`src/common/mac_params.svh`:
```
/*
 * Size and address macros for the MAC row engine.
 * Included by the package and by every RTL file that needs a width,
 * the row height or a Wishbone register address.
 */
`ifndef MAC_PARAMS_SVH
`define MAC_PARAMS_SVH

`define MAC_HEIGHT      4   // computing elements in the row
`define MAC_OP_W        16
`define MAC_ACC_W       32
`define MAC_FIFO_DEPTH  4   // keep a power of two
`define MAC_WB_AW       5   // word address bits

// word addresses of the register map
`define MAC_ADDR_X      0   // X[0..3] at 0..3
`define MAC_ADDR_W      8   // W[0..3] at 8..11
`define MAC_ADDR_BIAS   16
`define MAC_ADDR_START  17
`define MAC_ADDR_RESULT 18
`define MAC_ADDR_STATUS 19

`endif

```
`src/common/mac_pkg.sv`:
```
/*
 * Shared types of the MAC row engine: operand and sum words,
 * the job handed to the row and the Wishbone request/response bundles.
 */
`include "mac_params.svh"

package mac_pkg;

  typedef logic signed [`MAC_OP_W-1:0]  operand_t;
  typedef logic signed [`MAC_ACC_W-1:0] acc_t;
  typedef logic        [`MAC_WB_AW-1:0] wb_addr_t;
  typedef logic        [31:0]           wb_data_t;

  // one dot-product job, x and w indexed by element
  typedef struct packed {
    operand_t [`MAC_HEIGHT-1:0] x;
    operand_t [`MAC_HEIGHT-1:0] w;
    acc_t                       bias;
  } row_job_t;

  typedef struct packed {
    logic       cyc;
    logic       stb;
    logic       we;
    wb_addr_t   adr;
    wb_data_t   dat;
    logic [3:0] sel;
  } wb_req_t;

  typedef struct packed {
    logic     ack;
    wb_data_t dat;
  } wb_rsp_t;

endpackage

```
`src/design/mac_ce.sv`:
```
/*
 * One computing element of the MAC row.
 * Forms x*w plus the incoming partial sum and holds it in a single
 * output register, advanced by en_i and cleared by flush_i.
 */
`timescale 1ns/1ps
`include "mac_params.svh"

module mac_ce (
  input  logic              clk_i,
  input  logic              rst_ni,
  input  logic              en_i,
  input  logic              flush_i,
  input  mac_pkg::operand_t x_i,
  input  mac_pkg::operand_t w_i,
  input  mac_pkg::acc_t     acc_i,
  output mac_pkg::acc_t     sum_o
);

  logic signed [2*`MAC_OP_W-1:0] prod;
  mac_pkg::acc_t                 prod_ext;
  mac_pkg::acc_t                 sum_d;
  mac_pkg::acc_t                 sum_q;

  // full-width signed product
  assign prod = x_i * w_i;

  // sign extended to the accumulator, sum wraps on overflow
  assign prod_ext = mac_pkg::acc_t'(prod);
  assign sum_d    = acc_i + prod_ext;

  always_ff @(posedge clk_i or negedge rst_ni) begin
    if (!rst_ni) begin
      sum_q <= '0;
    end else if (flush_i) begin
      sum_q <= '0;
    end else if (en_i) begin
      sum_q <= sum_d;
    end
  end

  assign sum_o = sum_q;

endmodule

```
`src/design/mac_row_top.sv`:
```
/*
 * Top level of the MAC dot-product engine.
 * Connects the Wishbone register block to the MAC row.
 */
`timescale 1ns/1ps

module mac_row_top (
  input  logic             clk_i,
  input  logic             rst_ni,
  input  mac_pkg::wb_req_t wb_req_i,
  output mac_pkg::wb_rsp_t wb_rsp_o
);

  logic              job_valid, job_ready;
  mac_pkg::row_job_t job;
  logic              res_valid, res_ready;
  mac_pkg::acc_t     res_sum;
  logic              row_busy, row_flush;

  wb_mac_regs i_regs (
    .clk_i       ( clk_i     ),
    .rst_ni      ( rst_ni    ),
    .wb_req_i    ( wb_req_i  ),
    .wb_rsp_o    ( wb_rsp_o  ),
    .job_valid_o ( job_valid ),
    .job_ready_i ( job_ready ),
    .job_o       ( job       ),
    .res_valid_i ( res_valid ),
    .res_ready_o ( res_ready ),
    .res_sum_i   ( res_sum   ),
    .row_busy_i  ( row_busy  ),
    .row_flush_o ( row_flush )
  );

  mac_row i_row (
    .clk_i       ( clk_i     ),
    .rst_ni      ( rst_ni    ),
    .job_valid_i ( job_valid ),
    .job_ready_o ( job_ready ),
    .job_i       ( job       ),
    .flush_i     ( row_flush ),
    .res_valid_o ( res_valid ),
    .res_ready_i ( res_ready ),
    .res_sum_o   ( res_sum   ),
    .busy_o      ( row_busy  )
  );

endmodule

```
`src/design/wb_mac_regs.sv`:
```
/*
 * Wishbone classic slave of the MAC engine.
 * Holds the X, W and bias registers, launches jobs on a START write
 * and buffers finished sums in a small result FIFO read via RESULT.
 */
`timescale 1ns/1ps
`include "mac_params.svh"

module wb_mac_regs (
  input  logic              clk_i,
  input  logic              rst_ni,
  input  mac_pkg::wb_req_t  wb_req_i,
  output mac_pkg::wb_rsp_t  wb_rsp_o,
  output logic              job_valid_o,
  input  logic              job_ready_i,
  output mac_pkg::row_job_t job_o,
  input  logic              res_valid_i,
  output logic              res_ready_o,
  input  mac_pkg::acc_t     res_sum_i,
  input  logic              row_busy_i,
  output logic              row_flush_o
);

  localparam int H     = `MAC_HEIGHT;
  localparam int DEPTH = `MAC_FIFO_DEPTH;
  localparam int PTR_W = $clog2(DEPTH);
  localparam int CNT_W = $clog2(DEPTH + 1);

  typedef enum logic [1:0] {IDLE, WAIT_JOB, ACK} state_e;

  state_e            state_q, state_d;
  mac_pkg::row_job_t job_q;
  mac_pkg::wb_data_t rd_data, rdata_q;
  mac_pkg::acc_t     fifo_q [DEPTH];
  logic [PTR_W-1:0]  wr_ptr_q, rd_ptr_q;
  logic [CNT_W-1:0]  cnt_q;
  logic              req, start_wr, push, pop;

  // byte-lane merge of a write into an old value
  function automatic mac_pkg::wb_data_t merge(input mac_pkg::wb_data_t old_v,
                                              input mac_pkg::wb_data_t new_v,
                                              input logic [3:0]        sel);
    mac_pkg::wb_data_t res;
    res = old_v;
    for (int b = 0; b < 4; b++) begin
      if (sel[b]) res[8*b +: 8] = new_v[8*b +: 8];
    end
    return res;
  endfunction

  assign req         = wb_req_i.cyc & wb_req_i.stb & (state_q == IDLE);
  assign start_wr    = req & wb_req_i.we & (wb_req_i.adr == `MAC_ADDR_START);
  assign row_flush_o = start_wr & wb_req_i.dat[1];   // flush instead of a job
  assign res_ready_o = (cnt_q != CNT_W'(DEPTH));
  assign push        = res_valid_i & res_ready_o;
  assign pop         = req & ~wb_req_i.we & (wb_req_i.adr == `MAC_ADDR_RESULT) & (cnt_q != '0);
  assign job_valid_o = (state_q == WAIT_JOB);
  assign job_o       = job_q;
  assign wb_rsp_o.ack = (state_q == ACK);
  assign wb_rsp_o.dat = rdata_q;

  always_comb begin
    state_d = state_q;
    case (state_q)
      IDLE: begin
        if (req) state_d = (start_wr && !wb_req_i.dat[1]) ? WAIT_JOB : ACK;
      end
      WAIT_JOB: begin
        if (job_ready_i) state_d = ACK;   // row takes the job on this edge
      end
      default: state_d = IDLE;
    endcase
  end

  always_comb begin
    rd_data = '0;
    for (int i = 0; i < H; i++) begin
      if (wb_req_i.adr == `MAC_ADDR_X + i) rd_data = mac_pkg::wb_data_t'(job_q.x[i]);
      if (wb_req_i.adr == `MAC_ADDR_W + i) rd_data = mac_pkg::wb_data_t'(job_q.w[i]);
    end
    if (wb_req_i.adr == `MAC_ADDR_BIAS) rd_data = job_q.bias;
    if (wb_req_i.adr == `MAC_ADDR_RESULT && cnt_q != '0) rd_data = fifo_q[rd_ptr_q];
    if (wb_req_i.adr == `MAC_ADDR_STATUS) begin
      rd_data[CNT_W-1:0] = cnt_q;
      rd_data[8]         = row_busy_i;
    end
  end

  always_ff @(posedge clk_i or negedge rst_ni) begin
    if (!rst_ni) begin
      state_q <= IDLE;
      job_q   <= '0;
      rdata_q <= '0;
    end else begin
      state_q <= state_d;
      if (req) rdata_q <= rd_data;
      if (req && wb_req_i.we) begin
        for (int i = 0; i < H; i++) begin
          if (wb_req_i.adr == `MAC_ADDR_X + i)
            job_q.x[i] <= mac_pkg::operand_t'(merge(mac_pkg::wb_data_t'(job_q.x[i]),
                                                    wb_req_i.dat, wb_req_i.sel));
          if (wb_req_i.adr == `MAC_ADDR_W + i)
            job_q.w[i] <= mac_pkg::operand_t'(merge(mac_pkg::wb_data_t'(job_q.w[i]),
                                                    wb_req_i.dat, wb_req_i.sel));
        end
        if (wb_req_i.adr == `MAC_ADDR_BIAS)
          job_q.bias <= mac_pkg::acc_t'(merge(job_q.bias, wb_req_i.dat, wb_req_i.sel));
      end
    end
  end

  // result FIFO storage
  always_ff @(posedge clk_i) begin
    if (push) fifo_q[wr_ptr_q] <= res_sum_i;
  end

  always_ff @(posedge clk_i or negedge rst_ni) begin
    if (!rst_ni) begin
      wr_ptr_q <= '0;
      rd_ptr_q <= '0;
      cnt_q    <= '0;
    end else if (row_flush_o) begin
      wr_ptr_q <= '0;
      rd_ptr_q <= '0;
      cnt_q    <= '0;
    end else begin
      if (push) wr_ptr_q <= wr_ptr_q + 1'b1;   // wraps, depth is a power of two
      if (pop) rd_ptr_q <= rd_ptr_q + 1'b1;
      if (push && !pop) cnt_q <= cnt_q + 1'b1;
      else if (pop && !push) cnt_q <= cnt_q - 1'b1;
    end
  end

endmodule

```
`src/mac_row/mac_row.sv`:
```
/*
 * Row of chained MAC computing elements.
 * Element h sees x[h] and w[h] delayed by h cycles so they meet the
 * partial sum of the same job; a valid shift chain follows the jobs.
 * The whole row stalls while a result waits on res_ready_i.
 */
`timescale 1ns/1ps
`include "mac_params.svh"

module mac_row #(
  parameter int HEIGHT = `MAC_HEIGHT
) (
  input  logic              clk_i,
  input  logic              rst_ni,
  input  logic              job_valid_i,
  output logic              job_ready_o,
  input  mac_pkg::row_job_t job_i,
  input  logic              flush_i,
  output logic              res_valid_o,
  input  logic              res_ready_i,
  output mac_pkg::acc_t     res_sum_o,
  output logic              busy_o
);

  logic                               row_en;
  logic              [HEIGHT-1:0]     vld_q;
  mac_pkg::operand_t [HEIGHT-1:0]     x_in;
  mac_pkg::operand_t [HEIGHT-1:0]     w_in;
  mac_pkg::acc_t     [HEIGHT-1:0]     acc_in;
  mac_pkg::acc_t     [HEIGHT-1:0]     sum;

  // stall only when the finished result cannot leave
  assign row_en      = ~(res_valid_o & ~res_ready_i);
  assign job_ready_o = row_en;

  for (genvar h = 0; h < HEIGHT; h++) begin : gen_ce
    if (h == 0) begin : gen_head
      assign x_in[h]   = job_i.x[h];
      assign w_in[h]   = job_i.w[h];
      assign acc_in[h] = job_i.bias;   // bias enters as the first partial sum
    end else begin : gen_skew
      mac_pkg::operand_t [h-1:0] x_sk;
      mac_pkg::operand_t [h-1:0] w_sk;

      always_ff @(posedge clk_i or negedge rst_ni) begin
        if (!rst_ni) begin
          x_sk <= '0;
          w_sk <= '0;
        end else if (row_en) begin
          x_sk[0] <= job_i.x[h];
          w_sk[0] <= job_i.w[h];
          for (int i = 1; i < h; i++) begin
            x_sk[i] <= x_sk[i-1];
            w_sk[i] <= w_sk[i-1];
          end
        end
      end

      assign x_in[h]   = x_sk[h-1];
      assign w_in[h]   = w_sk[h-1];
      assign acc_in[h] = sum[h-1];
    end

    mac_ce i_ce (
      .clk_i   ( clk_i     ),
      .rst_ni  ( rst_ni    ),
      .en_i    ( row_en    ),
      .flush_i ( flush_i   ),
      .x_i     ( x_in[h]   ),
      .w_i     ( w_in[h]   ),
      .acc_i   ( acc_in[h] ),
      .sum_o   ( sum[h]    )
    );
  end

  // bit h marks a live job in the register of element h
  always_ff @(posedge clk_i or negedge rst_ni) begin
    if (!rst_ni) begin
      vld_q <= '0;
    end else if (flush_i) begin
      vld_q <= '0;
    end else if (row_en) begin
      vld_q[0] <= job_valid_i;
      for (int i = 1; i < HEIGHT; i++) begin
        vld_q[i] <= vld_q[i-1];
      end
    end
  end

  assign res_valid_o = vld_q[HEIGHT-1];
  assign res_sum_o   = sum[HEIGHT-1];
  assign busy_o      = |vld_q;

endmodule

```
`config.mk`:
```
export PLATFORM = sky130hd
export DESIGN_NAME = mac_row_top
export DESIGN_NICKNAME = d
export VERILOG_FILES = /design/src/common/mac_pkg.sv /design/src/design/mac_ce.sv /design/src/design/mac_row_top.sv /design/src/design/wb_mac_regs.sv /design/src/mac_row/mac_row.sv
export VERILOG_INCLUDE_DIRS = /design/src /design/src/common
export SDC_FILE = /design/constraint.sdc
export NUM_CORES = 2
export LEC_CHECK = 0
export ABC_AREA = 1
export BUFFER_PORTS_ARGS = -buffer_cell sky130_fd_sc_hd__buf_4
export CAP_MARGIN = 20
export CORE_MARGIN = 4
export CORE_UTILIZATION = 66
export CTS_CLUSTER_SIZE = 25
export DETAILED_ROUTE_END_ITERATION = 7
export PLACE_DENSITY = 0.83
export SLEW_MARGIN = 20
export SYNTH_ARGS = -nofsm -noshare
export SYNTH_HDL_FRONTEND = slang
export SYNTH_SLANG_ARGS = --single-unit
export TNS_END_PERCENT = 1
```
`constraint.sdc`:
```
create_clock -name clk_i -period 6.5 [get_ports clk_i]
set_input_delay 0 -clock clk_i [delete_from_list [all_inputs] [get_ports clk_i]]
set_output_delay 0 -clock clk_i [all_outputs]
set_load 0.005 [all_outputs]
```
==> flow_metrics.env <==
export IMPL_yosysUniqueCellTypes=44
export IMPL_final_setup_viol_count=0
export IMPL_die_width_um=338.3
export IMPL_synth_flop_cell="sky130_fd_sc_hd__dfrtp_1"
export IMPL_syn_mean_instance_area_um2=8.346
export IMPL_worst_hold_path_endpoint="i_regs.rdata_q[2]$_DFFE_PN0P_"
export IMPL_layout_worst_path_cycle_share_pct=94.97
export IMPL_timing_max_cap_violations=0
export IMPL_drive_above_1_share_pct=4.633
export IMPL_timing_critical_path_required_ns=7.04
export IMPL_finalWorstPathRequiredPeriod_ns=6.173
export IMPL_drt_first_pass_iters=6
export IMPL_critical_path_max_fanout=14
export IMPL_grt_pass1_vias=60232
export IMPL_cts_made_buffers=73
export IMPL_area_growth_synth_to_final_pct=7.070
export IMPL_worst_hold_path_num_cells=6
export IMPL_power_density_over_the_cells_mw_per_mm2=152.8
export IMPL_grt_max_degree=181
export IMPL_drc=0
export IMPL_power_leakage_uw=0.04456
export IMPL_finalHoldViolations=0
export IMPL_detail_route_wirelength_um=210000
export IMPL_synth_area_leader_cell="sky130_fd_sc_hd__fa_1"
export IMPL_async_reset_ff_share_pct=80.40
export IMPL_antenna_found_initial=14
export IMPL_synth_enable_flop_cells=128
export IMPL_fp_coreArea_mm2=0.1077
export IMPL_post_dp_hpwl_um=161900
export IMPL_die_height_um=338.3
export IMPL_ff2ff_setup_slack_ns=0.33
export IMPL_post_cts_repair_setup_buffers=0
export IMPL_cts_sinks=653
export IMPL_synth_seq_cells=653
export IMPL_ant_nets=0
export IMPL_cts_max_path_buffers=3
export IMPL_worstRegToRegCells=24
export IMPL_synth_top_cells_by_area="sky130_fd_sc_hd__fa_1, sky130_fd_sc_hd__dfrtp_1, sky130_fd_sc_hd__nand2_1"
export IMPL_post_route_util_pct=71.61
export IMPL_final_common_cell="sky130_fd_sc_hd__nand2_1"
export IMPL_clock_skew_ns=0.03961
export IMPL_tritoncts="built"
export IMPL_tightestPinTransition_ns=1.135
export IMPL_synthDominantCellAreaShare_pct=32.50
export IMPL_hold_worst_slack_ns=0.04638
export IMPL_io_buffers=78
export IMPL_arrival_time_of_data_at_the_critical_path_endpoint_ns=6.71
export IMPL_cts_root_buffer="sky130_fd_sc_hd__clkbuf_16"
export IMPL_clk_latency_ns=0.68
export IMPL_vias=57977
export IMPL_syn_area_mm2=0.07200
export IMPL_end_kind="register"
export IMPL_worstReg2RegStart="i_row.gen_ce[2].gen_skew.w_sk[24]$_DFFE_PN0N_"
export IMPL_fmax_mhz=162.0
export IMPL_synthesized_netlist_cell_count=8626
export IMPL_totalNegativeSetupSlack_ns=0
export IMPL_drt_iter0_markers=6607
export IMPL_mostFrequentLayoutCells="sky130_fd_sc_hd__nand2_1, sky130_fd_sc_hd__inv_1, sky130_fd_sc_hd__fa_1, sky130_fd_sc_hd__dfrtp_1, sky130_fd_sc_hd__o21ai_0"
export IMPL_starting_density_of_the_core_pct=66.88
export IMPL_vias_per_inst=5.758
export IMPL_clk_pin_slew_ns=0.06
export IMPL_grt_util_all_layers_pct=37.17
export IMPL_synth_warnings=0
export IMPL_grt_remaining_overflow=0
export IMPL_grt_pass1_wl_um=331900
export IMPL_path_class="register to register"
export IMPL_fp_dieArea_mm2=0.1144
export IMPL_status="completed"
export IMPL_grt_setup_unrepaired="false"
export IMPL_ir_drop_uv=170.5
export IMPL_finish_net_count=10206
export IMPL_routed_wire_length_per_instance_um=20.86
export IMPL_place_gp_congestion=0.9828
export IMPL_cts_htree_levels=3
export IMPL_ys_seq_area_share_pct=23.59
export IMPL_ioPinCount=79
export IMPL_cp_start_kind="register"
export IMPL_hp_start="wb_req_i[42]"
export IMPL_r2r_end="i_row.gen_ce[2].i_ce.sum_o[30]$_DFFE_PN0P_"
export IMPL_syn_nets=10238
export IMPL_maxSlewHeadroom_pct=24.08
export IMPL_timing_hold_worst_class="input port to register"
export IMPL_fp_row_count=120
export IMPL_final_max_slew_viol_count=0
==> where the power goes <==
part           internal (uW)  switching, uW  total [uW]
combinational            882           1560        2440
clock                   2450           1920        4380
sequential              4500            463        4970
==> stage by stage <==
step / total power (uW) / instances / cell area (um^2) / setup WS (ns)
floorplan: 6310 / 8626 / 72000 / 0.7373
global placement: 7308 / 9864 / 73940 / 0.3366
detailed placement: 7392 / 9864 / 73940 / 0.3588
CTS: 11760 / 10057 / 77040 / 0.3586
global route: 12280 / 10063 / 77070 / 0.002425
finish: 11780 / 10069 / 77090 / 0.3272
==> cell usage after synthesis (all sizes together), types with 5 or more instances <==
cell type	number
a31oi	5
a21o	11
nand3b	8
mux2	16
a32o	28
buf	43
o22ai	14
clkbuf	345
nand2	2407
a21oi	269
nand4	90
fa	1169
o21a	6
edfxtp	128
ha	397
nor3	29
or2	9
a22o	20
xnor2	41
nor2	268
nand3	148
a21boi	8
inv	2131
o21bai	18
o21ai	449
dfrtp	525
xor2	32
==> sequential cells by signal (all words and copies together) (netlist names), 3 cells and up <==
signal                      count
i_regs.job_o                  160
i_regs.fifo_q                 128
i_row.gen_ce.i_ce.sum_o       128
i_row.gen_ce.gen_skew.w_sk     96
i_row.gen_ce.gen_skew.x_sk     96
i_regs.rdata_q                 32
i_row.vld_q                     4
i_regs.cnt_q                    3
==> layer usage <==
metal,track usage [%],part of all wire (%)
met2,58.74,46
met5,0,0.014
met3,8.804,11
met4,19.37,6.7
met1,48.33,36
==> what timing repair did <==
action / 4_1_cts / 5_1_grt
hold buffers: 57 / 0
endpoints found under the hold margin: 228 / 0
gates resized for setup: 0 / 2
endpoints found under the setup margin: 0 / 1
==> how the worst max path moves through the flow <==
stage	startpoint	end	cells past startpoint
floorplan	i_regs.job_o[111]$_DFFE_PN0P_	i_row.gen_ce[0].i_ce.sum_o[30]$_DFFE_PN0P_	28
global placement	i_row.gen_ce[3].gen_skew.x_sk[47]$_DFFE_PN0N_	i_row.gen_ce[3].i_ce.sum_o[24]$_DFFE_PN0P_	20
detailed placement	i_row.gen_ce[3].gen_skew.x_sk[47]$_DFFE_PN0N_	i_row.gen_ce[3].i_ce.sum_o[24]$_DFFE_PN0P_	20
CTS	i_row.gen_ce[3].gen_skew.x_sk[47]$_DFFE_PN0N_	i_row.gen_ce[3].i_ce.sum_o[24]$_DFFE_PN0P_	20
global route	i_row.gen_ce[2].gen_skew.w_sk[24]$_DFFE_PN0N_	i_row.gen_ce[2].i_ce.sum_o[30]$_DFFE_PN0P_	24
finish	i_row.gen_ce[2].gen_skew.w_sk[24]$_DFFE_PN0N_	i_row.gen_ce[2].i_ce.sum_o[30]$_DFFE_PN0P_	24
==> kinds of logic (layout without fill, tap and decap cells) <==
family | count (synthesis) | in the layout | share of synthesized area [%]
simple gates | 2965 | 2965 | 16.29
buf+inv | 2519 | 2548 | 13.28
fa+ha+maj | 1566 | 1566 | 39.40
compound gates | 834 | 834 | 6.300
flops | 653 | 653 | 23.59
xor+xnor | 73 | 73 | 0.8880
mux | 16 | 16 | 0.2502
other cells | 0 | 11 | 0
==> worst max-delay path, stage by stage, from the launching register on <==
cell	delay, ns
sky130_fd_sc_hd__dfrtp_1	0.72
sky130_fd_sc_hd__nand2_1	0.19
sky130_fd_sc_hd__fa_1	0.54
sky130_fd_sc_hd__inv_1	0.15
sky130_fd_sc_hd__fa_1	0.75
sky130_fd_sc_hd__inv_1	0.10
sky130_fd_sc_hd__fa_1	0.49
sky130_fd_sc_hd__inv_1	0.05
sky130_fd_sc_hd__fa_1	0.50
sky130_fd_sc_hd__inv_1	0.06
sky130_fd_sc_hd__fa_1	0.55
sky130_fd_sc_hd__fa_1	0.54
sky130_fd_sc_hd__inv_1	0.04
sky130_fd_sc_hd__ha_1	0.34
sky130_fd_sc_hd__inv_1	0.10
sky130_fd_sc_hd__nor3_1	0.19
sky130_fd_sc_hd__inv_1	0.08
sky130_fd_sc_hd__nor2_1	0.14
sky130_fd_sc_hd__inv_1	0.06
sky130_fd_sc_hd__nor2_1	0.14
sky130_fd_sc_hd__nor2_1	0.07
sky130_fd_sc_hd__nand2_1	0.06
sky130_fd_sc_hd__nand2_1	0.05
sky130_fd_sc_hd__nand3_1	0.06
sky130_fd_sc_hd__nand2_1	0.06
==> layout make-up <==
class	count	area, um^2
multi-input cells	5454	45480
fillers	7858	30570
flip-flops and latches	653	16980
inverters	2131	8011
repair buffers	281	2315
clock buffers	102	2037
well taps	1403	1755
clock inverters	34	476.7
diodes	11	27.53
No activity file was read; power rests on OpenSTA's default activity.
